<file path="src/verilog/fb_pkg.sv">
// shared types and renderer states for the framebuffer subsystem
// fixed palette, background colour, default raster and fb sizes
package fb_pkg;

    typedef logic signed [15:0] coord_t;  // screen or fb coordinate
    typedef logic [1:0] cidx_t;           // colour index
    typedef logic [3:0] chan_t;           // one colour channel
    typedef logic [11:0] colr_t;          // packed as {r, g, b}

    // renderer sequence, one pass per frame
    typedef enum logic [2:0] {
        IDLE,
        CLEAR,
        INIT_SQ,
        DRAW,
        DONE
    } render_state_e;

    // index 0 is the cleared background inside the fb
    localparam colr_t PALETTE [4] = '{12'h222, 12'hF00, 12'h0F0, 12'h00F};
    localparam colr_t BG_COLR = 12'h137;  // outside the fb area

    // small raster so simulation stays short
    localparam int D_H_RES    = 24;
    localparam int D_H_TOTAL  = 40;
    localparam int D_HS_START = 28;
    localparam int D_HS_END   = 32;
    localparam int D_V_RES    = 16;
    localparam int D_V_TOTAL  = 20;
    localparam int D_VS_START = 17;
    localparam int D_VS_END   = 18;

    // framebuffer geometry on screen
    localparam int D_FB_WIDTH  = 8;
    localparam int D_FB_HEIGHT = 6;
    localparam int D_FB_SCALE  = 2;  // each fb pixel is 2x2 screen pixels
    localparam int D_FB_OFFX   = 4;
    localparam int D_FB_OFFY   = 2;

    localparam int D_SQ_SIZE = 3;  // square edge in fb pixels

endpackage
</file>
<file path="src/verilog/fb_bus_if.sv">
// framebuffer port bundle: req/gnt handshake, write fields, read return
`timescale 1ns/1ps

interface fb_bus_if #(
    parameter int FB_WIDTH  = fb_pkg::D_FB_WIDTH,
    parameter int FB_HEIGHT = fb_pkg::D_FB_HEIGHT
);
    import fb_pkg::*;

    localparam int ADDRW = $clog2(FB_WIDTH * FB_HEIGHT);

    logic req;              // access wanted
    logic gnt;              // access taken this cycle
    logic we;               // write when granted
    logic [ADDRW-1:0] addr;
    cidx_t wdata;
    cidx_t rdata;           // valid with rvalid
    logic rvalid;           // one cycle after a granted read

    modport client (output req, we, addr, wdata, input gnt, rdata, rvalid);
    modport arb (input req, we, addr, wdata, output gnt, rdata, rvalid);

endinterface

</file>
<file path="src/verilog/shapes_top.sv">
// top level: raster, renderer, address unit, arbiter, fb RAM and scanout
`timescale 1ns/1ps

module shapes_top #(
    parameter int H_RES     = fb_pkg::D_H_RES,
    parameter int H_TOTAL   = fb_pkg::D_H_TOTAL,
    parameter int HS_START  = fb_pkg::D_HS_START,
    parameter int HS_END    = fb_pkg::D_HS_END,
    parameter int V_RES     = fb_pkg::D_V_RES,
    parameter int V_TOTAL   = fb_pkg::D_V_TOTAL,
    parameter int VS_START  = fb_pkg::D_VS_START,
    parameter int VS_END    = fb_pkg::D_VS_END,
    parameter int FB_WIDTH  = fb_pkg::D_FB_WIDTH,
    parameter int FB_HEIGHT = fb_pkg::D_FB_HEIGHT,
    parameter int FB_SCALE  = fb_pkg::D_FB_SCALE,
    parameter int FB_OFFX   = fb_pkg::D_FB_OFFX,
    parameter int FB_OFFY   = fb_pkg::D_FB_OFFY,
    parameter int SQ_SIZE   = fb_pkg::D_SQ_SIZE
) (
    input  logic clk_sys,
    input  logic rst_sys,
    output logic hsync,
    output logic vsync,
    output logic de,
    output logic [3:0] r,
    output logic [3:0] g,
    output logic [3:0] b
);
    import fb_pkg::*;

    coord_t sx, sy;              // raster position
    logic tim_hsync, tim_vsync, tim_de;
    logic frame;                 // start of vblank, kicks the renderer
    coord_t draw_x, draw_y;      // renderer pixel before address calc
    logic draw_stall, draw_clip;
    logic ram_en, ram_we;
    logic [$clog2(FB_WIDTH*FB_HEIGHT)-1:0] ram_addr;
    cidx_t ram_wdata, ram_rdata;

    fb_bus_if #(.FB_WIDTH(FB_WIDTH), .FB_HEIGHT(FB_HEIGHT)) scan_bus ();
    fb_bus_if #(.FB_WIDTH(FB_WIDTH), .FB_HEIGHT(FB_HEIGHT)) draw_bus ();

    display_timing #(
        .H_RES(H_RES), .H_TOTAL(H_TOTAL), .HS_START(HS_START), .HS_END(HS_END),
        .V_RES(V_RES), .V_TOTAL(V_TOTAL), .VS_START(VS_START), .VS_END(VS_END)
    ) timing_inst (
        .clk_sys, .rst_sys, .sx, .sy,
        .hsync(tim_hsync), .vsync(tim_vsync), .de(tim_de),
        .frame, .line()
    );

    square_render #(
        .FB_WIDTH(FB_WIDTH), .FB_HEIGHT(FB_HEIGHT), .SQ_SIZE(SQ_SIZE)
    ) render_inst (
        .clk_sys, .rst_sys, .frame, .clip(draw_clip),
        .x(draw_x), .y(draw_y), .stall(draw_stall),
        .draw(draw_bus.client), .done()
    );

    // address path freezes with the renderer
    bitmap_addr #(.FB_WIDTH(FB_WIDTH), .FB_HEIGHT(FB_HEIGHT)) addr_inst (
        .clk_sys, .en(!draw_stall), .x(draw_x), .y(draw_y),
        .addr(draw_bus.addr), .clip(draw_clip)
    );

    fb_arbiter #(.FB_WIDTH(FB_WIDTH), .FB_HEIGHT(FB_HEIGHT)) arb_inst (
        .clk_sys, .rst_sys, .scan(scan_bus.arb), .draw(draw_bus.arb),
        .ram_en, .ram_we, .ram_addr, .ram_wdata, .ram_rdata
    );

    fb_ram #(.DEPTH(FB_WIDTH * FB_HEIGHT)) ram_inst (
        .clk_sys, .en(ram_en), .we(ram_we), .addr(ram_addr),
        .wdata(ram_wdata), .rdata(ram_rdata)
    );

    scanout #(
        .H_RES(H_RES), .FB_WIDTH(FB_WIDTH), .FB_HEIGHT(FB_HEIGHT),
        .FB_SCALE(FB_SCALE), .FB_OFFX(FB_OFFX), .FB_OFFY(FB_OFFY)
    ) scan_inst (
        .clk_sys, .rst_sys, .sx, .sy,
        .hsync_in(tim_hsync), .vsync_in(tim_vsync), .de_in(tim_de),
        .scan(scan_bus.client),
        .hsync, .vsync, .de, .r, .g, .b
    );

endmodule

</file>
<file path="src/verilog/scanout.sv">
// scanout: row fetch into a line buffer, scaling, palette lookup
// registered sync and colour outputs, one cycle behind display_timing
`timescale 1ns/1ps

module scanout #(
    parameter int H_RES     = fb_pkg::D_H_RES,
    parameter int FB_WIDTH  = fb_pkg::D_FB_WIDTH,
    parameter int FB_HEIGHT = fb_pkg::D_FB_HEIGHT,
    parameter int FB_SCALE  = fb_pkg::D_FB_SCALE,
    parameter int FB_OFFX   = fb_pkg::D_FB_OFFX,
    parameter int FB_OFFY   = fb_pkg::D_FB_OFFY
) (
    input  logic clk_sys,
    input  logic rst_sys,
    input  fb_pkg::coord_t sx,
    input  fb_pkg::coord_t sy,
    input  logic hsync_in,
    input  logic vsync_in,
    input  logic de_in,
    fb_bus_if.client scan,
    output logic hsync,
    output logic vsync,
    output logic de,
    output fb_pkg::chan_t r,
    output fb_pkg::chan_t g,
    output fb_pkg::chan_t b
);
    import fb_pkg::*;

    localparam int ADDRW    = $clog2(FB_WIDTH * FB_HEIGHT);
    localparam int LBW      = (FB_WIDTH > 1) ? $clog2(FB_WIDTH) : 1;
    localparam int FB_LINES = FB_HEIGHT * FB_SCALE;  // screen lines covered by fb

    coord_t ny;                 // next screen line
    coord_t row;                // fb row shown on ny
    logic fetch_go;             // start a row fetch
    logic [ADDRW-1:0] rd_addr;
    logic [LBW-1:0] rd_cnt;     // reads issued
    logic [LBW-1:0] wr_cnt;     // line buffer fill position
    cidx_t lbuf [FB_WIDTH];     // one fb row
    coord_t lx;                 // line buffer entry for sx
    logic area;                 // sx, sy inside scaled fb
    colr_t pix_colr;

    // fetch at end of active line, only on the first line of each scaled row
    always_comb begin
        ny  = sy + 16'sd1;
        row = coord_t'((ny - FB_OFFY) / FB_SCALE);
        fetch_go = (sx == H_RES) && (ny >= FB_OFFY) && (ny < FB_OFFY + FB_LINES)
            && ((ny - FB_OFFY) % FB_SCALE == 0);
    end

    // read only client
    assign scan.we    = 1'b0;
    assign scan.wdata = '0;
    assign scan.addr  = rd_addr;

    // issue FB_WIDTH reads back to back
    always_ff @(posedge clk_sys) begin
        if (fetch_go) begin
            scan.req <= 1'b1;
            rd_addr  <= ADDRW'(row * FB_WIDTH);
            rd_cnt   <= '0;
        end else if (scan.req && scan.gnt) begin
            rd_addr <= rd_addr + 1'b1;
            rd_cnt  <= rd_cnt + 1'b1;
            if (rd_cnt == LBW'(FB_WIDTH - 1)) scan.req <= 1'b0;  // last read
        end
        if (rst_sys) scan.req <= 1'b0;
    end

    // fill line buffer as data returns
    always_ff @(posedge clk_sys) begin
        if (fetch_go) begin
            wr_cnt <= '0;
        end else if (scan.rvalid) begin
            lbuf[wr_cnt] <= scan.rdata;
            wr_cnt <= wr_cnt + 1'b1;
        end
        if (rst_sys) wr_cnt <= '0;
    end

    // scale down sx and look up colour
    always_comb begin
        area = (sy >= FB_OFFY) && (sy < FB_OFFY + FB_LINES)
            && (sx >= FB_OFFX) && (sx < FB_OFFX + FB_WIDTH * FB_SCALE);
        lx = coord_t'((sx - FB_OFFX) / FB_SCALE);
        pix_colr = area ? PALETTE[lbuf[lx[LBW-1:0]]] : BG_COLR;
    end

    // output register, black in blanking
    always_ff @(posedge clk_sys) begin
        hsync <= hsync_in;
        vsync <= vsync_in;
        de    <= de_in;
        {r, g, b} <= de_in ? pix_colr : '0;
        if (rst_sys) begin
            hsync <= 1'b0;
            vsync <= 1'b0;
            de    <= 1'b0;
            {r, g, b} <= '0;
        end
    end

endmodule

</file>
<file path="src/verilog/square_render.sv">
// per-frame renderer: clear the fb, then draw a moving colour-cycling square
// writes pass through a valid pipe matched to bitmap_addr
`timescale 1ns/1ps

module square_render #(
    parameter int FB_WIDTH  = fb_pkg::D_FB_WIDTH,
    parameter int FB_HEIGHT = fb_pkg::D_FB_HEIGHT,
    parameter int SQ_SIZE   = fb_pkg::D_SQ_SIZE
) (
    input  logic clk_sys,
    input  logic rst_sys,
    input  logic frame,
    input  logic clip,          // from bitmap_addr, aligned with stage two
    output fb_pkg::coord_t x,
    output fb_pkg::coord_t y,
    output logic stall,
    fb_bus_if.client draw,
    output logic done
);
    import fb_pkg::*;

    render_state_e state;
    logic [15:0] n;      // frames drawn since reset
    coord_t sq_x0;       // left edge of this frame's square
    logic v0, v1, v2;    // pixel valid, stage 0..2
    cidx_t c0, c1, c2;   // colour riding with the pixel
    logic adv;           // pipe moves

    // write request from the last stage, clipped pixels dropped
    assign draw.req   = v2 && !clip;
    assign draw.we    = 1'b1;
    assign draw.wdata = c2;
    assign stall = draw.req && !draw.gnt;  // freezes us and bitmap_addr
    assign adv   = !stall;

    always_ff @(posedge clk_sys) begin
        done <= 1'b0;
        if (adv) begin
            v1 <= v0;
            v2 <= v1;
            c1 <= c0;
            c2 <= c1;
            case (state)
                IDLE: if (frame) begin
                    state <= CLEAR;
                    x  <= '0;
                    y  <= '0;
                    c0 <= '0;  // background index
                    v0 <= 1'b1;
                end
                CLEAR: begin
                    if (x == FB_WIDTH - 1) begin
                        x <= '0;
                        if (y == FB_HEIGHT - 1) begin
                            state <= INIT_SQ;
                            v0 <= 1'b0;
                        end else begin
                            y <= y + 16'sd1;
                        end
                    end else begin
                        x <= x + 16'sd1;
                    end
                end
                INIT_SQ: begin
                    sq_x0 <= coord_t'(n % FB_WIDTH);  // one step right per frame
                    x  <= coord_t'(n % FB_WIDTH);
                    y  <= 16'sd1;
                    c0 <= cidx_t'(1 + n % 3);         // red, green, blue in turn
                    v0 <= 1'b1;
                    state <= DRAW;
                end
                DRAW: begin
                    if (x == sq_x0 + SQ_SIZE - 1) begin
                        x <= sq_x0;
                        if (y == SQ_SIZE) begin  // last row of square
                            state <= DONE;
                            v0 <= 1'b0;
                        end else begin
                            y <= y + 16'sd1;
                        end
                    end else begin
                        x <= x + 16'sd1;  // may pass the right edge, clip catches it
                    end
                end
                DONE: if (!v1 && !v2) begin  // wait for pipe to drain
                    state <= IDLE;
                    done <= 1'b1;
                    n <= n + 1'b1;
                end
                default: state <= IDLE;
            endcase
        end
        if (rst_sys) begin
            state <= IDLE;
            n  <= '0;
            v0 <= 1'b0;
            v1 <= 1'b0;
            v2 <= 1'b0;
            done <= 1'b0;
        end
    end

endmodule

</file>
<file path="src/verilog/bitmap_addr.sv">
// coordinate to framebuffer address, two stages, with clip flag
`timescale 1ns/1ps

module bitmap_addr #(
    parameter int FB_WIDTH  = fb_pkg::D_FB_WIDTH,
    parameter int FB_HEIGHT = fb_pkg::D_FB_HEIGHT
) (
    input  logic clk_sys,
    input  logic en,
    input  fb_pkg::coord_t x,
    input  fb_pkg::coord_t y,
    output logic [$clog2(FB_WIDTH*FB_HEIGHT)-1:0] addr,
    output logic clip
);

    localparam int ADDRW = $clog2(FB_WIDTH * FB_HEIGHT);

    logic clip1;               // stage one clip result
    logic [ADDRW-1:0] row1;    // y * width
    logic [ADDRW-1:0] x1;      // x carried to the adder

    // pipeline holds while en is low
    always_ff @(posedge clk_sys) begin
        if (en) begin
            // stage one: bounds and row offset
            clip1 <= (x < 0) || (x >= FB_WIDTH) || (y < 0) || (y >= FB_HEIGHT);
            row1  <= ADDRW'(y * FB_WIDTH);
            x1    <= x[ADDRW-1:0];
            // stage two: add column
            addr <= row1 + x1;
            clip <= clip1;
        end
    end

endmodule

</file>
<file path="src/verilog/display_timing.sv">
// raster counters with registered sync, data enable, frame and line strobes
`timescale 1ns/1ps

module display_timing #(
    parameter int H_RES    = fb_pkg::D_H_RES,
    parameter int H_TOTAL  = fb_pkg::D_H_TOTAL,
    parameter int HS_START = fb_pkg::D_HS_START,
    parameter int HS_END   = fb_pkg::D_HS_END,
    parameter int V_RES    = fb_pkg::D_V_RES,
    parameter int V_TOTAL  = fb_pkg::D_V_TOTAL,
    parameter int VS_START = fb_pkg::D_VS_START,
    parameter int VS_END   = fb_pkg::D_VS_END
) (
    input  logic clk_sys,
    input  logic rst_sys,
    output fb_pkg::coord_t sx,
    output fb_pkg::coord_t sy,
    output logic hsync,
    output logic vsync,
    output logic de,
    output logic frame,
    output logic line
);
    import fb_pkg::*;

    coord_t sx_nxt;  // position loaded at the next edge
    coord_t sy_nxt;

    always_comb begin
        if (sx == H_TOTAL - 1) begin
            sx_nxt = '0;
            sy_nxt = (sy == V_TOTAL - 1) ? '0 : sy + 16'sd1;  // wrap at frame end
        end else begin
            sx_nxt = sx + 16'sd1;
            sy_nxt = sy;
        end
    end

    // flags come from the next position so they line up with sx, sy
    always_ff @(posedge clk_sys) begin
        sx    <= sx_nxt;
        sy    <= sy_nxt;
        hsync <= (sx_nxt >= HS_START) && (sx_nxt < HS_END);
        vsync <= (sy_nxt >= VS_START) && (sy_nxt < VS_END);
        de    <= (sx_nxt < H_RES) && (sy_nxt < V_RES);
        line  <= (sx_nxt == 0);
        frame <= (sx_nxt == 0) && (sy_nxt == V_RES);  // start of vblank
        if (rst_sys) begin
            sx    <= '0;
            sy    <= '0;
            hsync <= 1'b0;
            vsync <= 1'b0;
            de    <= 1'b0;
            line  <= 1'b0;
            frame <= 1'b0;
        end
    end

endmodule

</file>
<file path="src/verilog/fb_arbiter.sv">
// fixed-priority arbiter for the framebuffer RAM
// scan port wins, draw port only when scan is idle
`timescale 1ns/1ps

module fb_arbiter #(
    parameter int FB_WIDTH  = fb_pkg::D_FB_WIDTH,
    parameter int FB_HEIGHT = fb_pkg::D_FB_HEIGHT
) (
    input  logic clk_sys,
    input  logic rst_sys,
    fb_bus_if.arb scan,
    fb_bus_if.arb draw,
    output logic ram_en,
    output logic ram_we,
    output logic [$clog2(FB_WIDTH*FB_HEIGHT)-1:0] ram_addr,
    output fb_pkg::cidx_t ram_wdata,
    input  fb_pkg::cidx_t ram_rdata
);

    logic scan_rd;  // scan owns the read in flight
    logic draw_rd;  // draw owns the read in flight

    // grants and RAM mux, same cycle as req
    always_comb begin
        scan.gnt = scan.req;               // scan never waits
        draw.gnt = draw.req && !scan.req;  // draw takes idle cycles only
        ram_en = scan.gnt || draw.gnt;
        if (scan.gnt) begin
            ram_we    = scan.we;
            ram_addr  = scan.addr;
            ram_wdata = scan.wdata;
        end else begin
            ram_we    = draw.gnt && draw.we;
            ram_addr  = draw.addr;
            ram_wdata = draw.wdata;
        end
    end

    // remember who read, rvalid goes back to that port only
    always_ff @(posedge clk_sys) begin
        scan_rd <= scan.gnt && !scan.we;
        draw_rd <= draw.gnt && !draw.we;
        if (rst_sys) begin
            scan_rd <= 1'b0;
            draw_rd <= 1'b0;
        end
    end

    // read data is shared, the valid flag is not
    always_comb begin
        scan.rdata  = ram_rdata;
        scan.rvalid = scan_rd;
        draw.rdata  = ram_rdata;
        draw.rvalid = draw_rd;
    end

endmodule

</file>
<file path="src/verilog/fb_ram.sv">
// single-port framebuffer memory, registered read
`timescale 1ns/1ps

module fb_ram #(
    parameter int DEPTH = fb_pkg::D_FB_WIDTH * fb_pkg::D_FB_HEIGHT
) (
    input  logic clk_sys,
    input  logic en,
    input  logic we,
    input  logic [$clog2(DEPTH)-1:0] addr,
    input  fb_pkg::cidx_t wdata,
    output fb_pkg::cidx_t rdata
);
    import fb_pkg::*;

    cidx_t mem [DEPTH];  // one colour index per fb pixel

    always_ff @(posedge clk_sys) begin
        if (en) begin
            if (we) begin
                mem[addr] <= wdata;
            end else begin
                rdata <= mem[addr];  // appears next cycle
            end
        end
    end

endmodule

</file>
<file path="config.mk">
export PLATFORM = sky130hd
export DESIGN_NAME = shapes_top
export DESIGN_NICKNAME = d
export VERILOG_FILES = /design/src/verilog/fb_pkg.sv /design/src/verilog/fb_bus_if.sv /design/src/verilog/shapes_top.sv /design/src/verilog/scanout.sv /design/src/verilog/square_render.sv /design/src/verilog/bitmap_addr.sv /design/src/verilog/display_timing.sv /design/src/verilog/fb_arbiter.sv /design/src/verilog/fb_ram.sv
export SDC_FILE = /design/constraint.sdc
export NUM_CORES = 1
export LEC_CHECK = 0
export ABC_CLOCK_PERIOD_IN_PS = 10630
export BUFFER_PORTS_ARGS = -buffer_cell sky130_fd_sc_hd__clkbuf_2
export CAP_MARGIN = 20
export CORE_UTILIZATION = 50
export DETAILED_ROUTE_END_ITERATION = 7
export MAX_ROUTING_LAYER = met4
export PLACE_DENSITY = 0.61
export SLEW_MARGIN = 10
export SYNTH_ARGS = -nofsm -noshare
export SYNTH_HDL_FRONTEND = slang
export SYNTH_SLANG_ARGS = --single-unit
</file>
<file path="constraint.sdc">
create_clock -name clk_sys -period 10.63 [get_ports clk_sys]
set_input_delay 3.189 -clock clk_sys [delete_from_list [all_inputs] [get_ports clk_sys]]
set_output_delay 3.189 -clock clk_sys [all_outputs]
set_load 0.02 [all_outputs]
</file>
==> run metrics <==
status=finished clean; crit path max-delay cell type=dfxtp_1; antenna-violating nets left=0; Rows=62; Mapped Cells=1556; Final setup viols=0; Post-synth top flop=edfxtp_1; CP required=11.03 ns; Layout area overhead=8.10%; Slew Viols, Final=0; FMAX=0.114 GHz; Initial DRC Count=932; Final nets=1555; post-CTS setup buffers=0; GRT Total Usage=23.0%; Hold Path End=render_inst.draw.wdata[1]$_DFFE_PN_; Worst-Margin Slew=1.05 ns; Horiz. Die Dim=174 µm; max-cap violations=0; post-route cell area=16100 µm²; initial antenna violation count=0; clk root buf=clkbuf_16; worst hold path class=flop to flop; worst-skew pair later-pin latency=0.55 ns; Mean Syn Cell Area=9.54 µm²; total gr overflow=0; Core Box Area=28900 µm²; DRC Markers=0; Via density=5.99; YS warnings=0; Yosys top cell by area=edfxtp_1; post-cts sizing count=0; Routed wire per std cell=17.7 µm; Bufs on Longest Clock Path=3; total power=2480 µW; #FFs+latches synth=256; Netlist cell types=106; vias post-DR=11500; Crit. End Element=flop; Netlist Area Pre-Place=14900 µm²; FF-to-FF setup slack=1.82 ns; Hold-fix buffers, CTS=0; area fraction of the dominant cell type after synthesis=35.4%; VDD IR max=0.128 mV; final critical-path share of the clock period=82.8%; Hold Crit Depth=0; largest net degree at the start of global routing=58; Die H=174 µm; leakage=0.00571 µW; drt first pass iters=5; Min Clock Period, post-route=8.81 ns; CTS sink cnt=256; area post-placement=15100 µm²; H-tree levels=1; setup_tns=0 ns; pwr dens=154 nW/µm²; Total Die Area=30400 µm²; hold wc startpoint=render_inst.c1[1]$_DFFE_PN_; syn_nets=1595; TritonCTS clock tree=yes; FF-to-FF Start=render_inst.n[15]$_SDFFE_PP0P_; reg-to-reg endpoint=render_inst.c0[1]$_SDFFCE_PP0P_; hpwl dp=22900 µm; kind of critical path=flop to flop; Worst path max stage delay=0.88 ns; CTS Buf Count=27; Port Buffers=16; share of the yosys chip area belonging to registers=46.3%; Fin Clk Skew=0.0274 ns; Final Hold Viols=0; GP Congestion=0.837; # diodes=0; first-pass GRT wire length=56200 µm; Max Fanout on Critical Path=25; vias in the first global route=10900; share of layout cells above drive strength 1=8.46%; r2r worst-path depth=25; asr flop ratio synth=0%; Clock Pin Slew Worst Setup and Hold Paths=0.07 ns; Starting Density=51.3%; RSZ-0062 raised after global routing=false; Post-synth EDFFs=175; CP arrival=9.21 ns; slew margin rel.=29.9%; Area contributors post-synth=edfxtp_1 (35%), dfxtp_1 (11%), nor2_1 (5.8%); boundary pin count=17; critical path startpoint category=flop; Total Routed Length=34000 µm
==> worst max path at each step <==
stage,start,end,slack (ns)
finish,render_inst.n[15]$_SDFFE_PP0P_,render_inst.c0[1]$_SDFFCE_PP0P_,1.82
global route,render_inst.n[15]$_SDFFE_PP0P_,render_inst.c0[1]$_SDFFCE_PP0P_,1.32
CTS,render_inst.n[15]$_SDFFE_PP0P_,render_inst.c0[1]$_SDFFCE_PP0P_,1.94
detailed placement,render_inst.n[15]$_SDFFE_PP0P_,render_inst.c0[1]$_SDFFCE_PP0P_,2.02
global placement,render_inst.n[15]$_SDFFE_PP0P_,render_inst.c0[1]$_SDFFCE_PP0P_,2.32
floorplan,render_inst.n[14]$_SDFFE_PP0P_,render_inst.c0[1]$_SDFFCE_PP0P_,3.25
==> state kept, by name, summed over array words and instances, names as in the netlist, 16 cells and up <==
| register | flops |
|---|---|
| ram_inst.mem | 96 |
| render_inst.n | 16 |
| render_inst.x | 16 |
| render_inst.y | 16 |
| scan_inst.lbuf | 16 |
| timing_inst.sx | 16 |
| timing_inst.sy | 16 |
==> synthesized netlist by cell type, types with 5 or more instances <==
library cell	n
nand2b_1	15
o21bai_1	5
o211ai_1	9
nand4_1	26
a211oi_1	18
and2_1	14
nor4_1	22
a31oi_1	14
ha_1	36
buf_4	9
xnor2_1	53
and3_1	25
edfxtp_1	175
o211a_1	6
a21o_1	8
clkbuf_1	70
a211o_1	7
a221oi_1	6
nand3b_1	9
nor2_1	229
dfxtp_1	81
nand2_1	119
o21ai_0	59
or2_2	7
mux2i_1	23
nor3b_1	9
inv_1	46
or4_1	6
o21a_1	9
nand3_1	63
nor3_1	39
a22o_1	5
o22ai_1	8
buf_1	6
o21ai_1	6
xor2_1	42
o31ai_1	7
nor2b_1	20
a22oi_1	34
mux2_2	8
buf_2	9
or3_1	18
a21oi_1	76
a41oi_1	7
==> routing by layer <==
layer  routed length (µm)  global-route usage [%]  up-vias
li1                     -                       -     5651
met1                16300                    32.3     5516
met2                15600                    35.8      305
met3                 1530                    2.45       42
met4                  527                    5.19        0
met5                    0                       -        -
==> critical path, delay by kind of cell, from the launching register on <==
family,cells,cell delay [ns]
AOI/OAI and AO/OA,10,3.58
and+or+nand+nor,10,2.95
buffers and inverters,1,0.07
adders and majority gates,3,0.93
xor gates and xnor gates,1,0.23
DFF,1,0.88
==> where the power goes <==
group	leakage [µW]	internal, µW	switching, µW	total, µW
Combinational	0.00297	99.3	201	301
Sequential	0.00227	1150	47.8	1200
Clock	0.000467	584	397	981
==> layout make-up <==
cell class	count	area [µm²]
Sequential cell	256	6880
Clock inverter	13	143
Inverter	46	173
Fill cell	2578	12900
Clock buffer	37	806
Tap cell	384	480
Multi-Input combinational cell	1159	7420
Timing Repair Buffer	26	155
==> logic make-up after synthesis <==
| kind of cell | after synthesis | share of synthesized area, % |
|---|---|---|
| flops | 256 | 46.3 |
| mux | 36 | 2.86 |
| buf+inv | 141 | 3.92 |
| simple gates | 654 | 21.9 |
| fa+ha+maj | 38 | 3.24 |
| xor+xnor | 96 | 5.71 |
| compound gates | 335 | 16.0 |
==> cell usage in the layout (no fill, tap or decap), types with 42 or more instances in the layout <==
cell type | Yosys | routed
nor2_1 | 229 | 229
edfxtp_1 | 175 | 175
nand2_1 | 119 | 119
dfxtp_1 | 81 | 81
a21oi_1 | 76 | 76
nand3_1 | 63 | 63
o21ai_0 | 59 | 59
xnor2_1 | 53 | 53
inv_1 | 46 | 46
xor2_1 | 42 | 42
==> per-stage QoR <==
step / hold slack (ns) / util [%] / std cells / setup WS (ns)
6_report: 0.422 / 55.5 / 1921 / 1.82
3_5_place_dp: 0.407 / 52.2 / 1871 / 2.02
5_1_grt: 0.429 / 55.5 / 1921 / 1.32
4_1_cts: 0.423 / 55.5 / 1921 / 1.94
2_1_floorplan: 0.400 / - / 1556 / 3.25
3_3_place_gp: 0.401 / 52.2 / 1871 / 2.32
No activity file was read; power rests on OpenSTA's default activity.
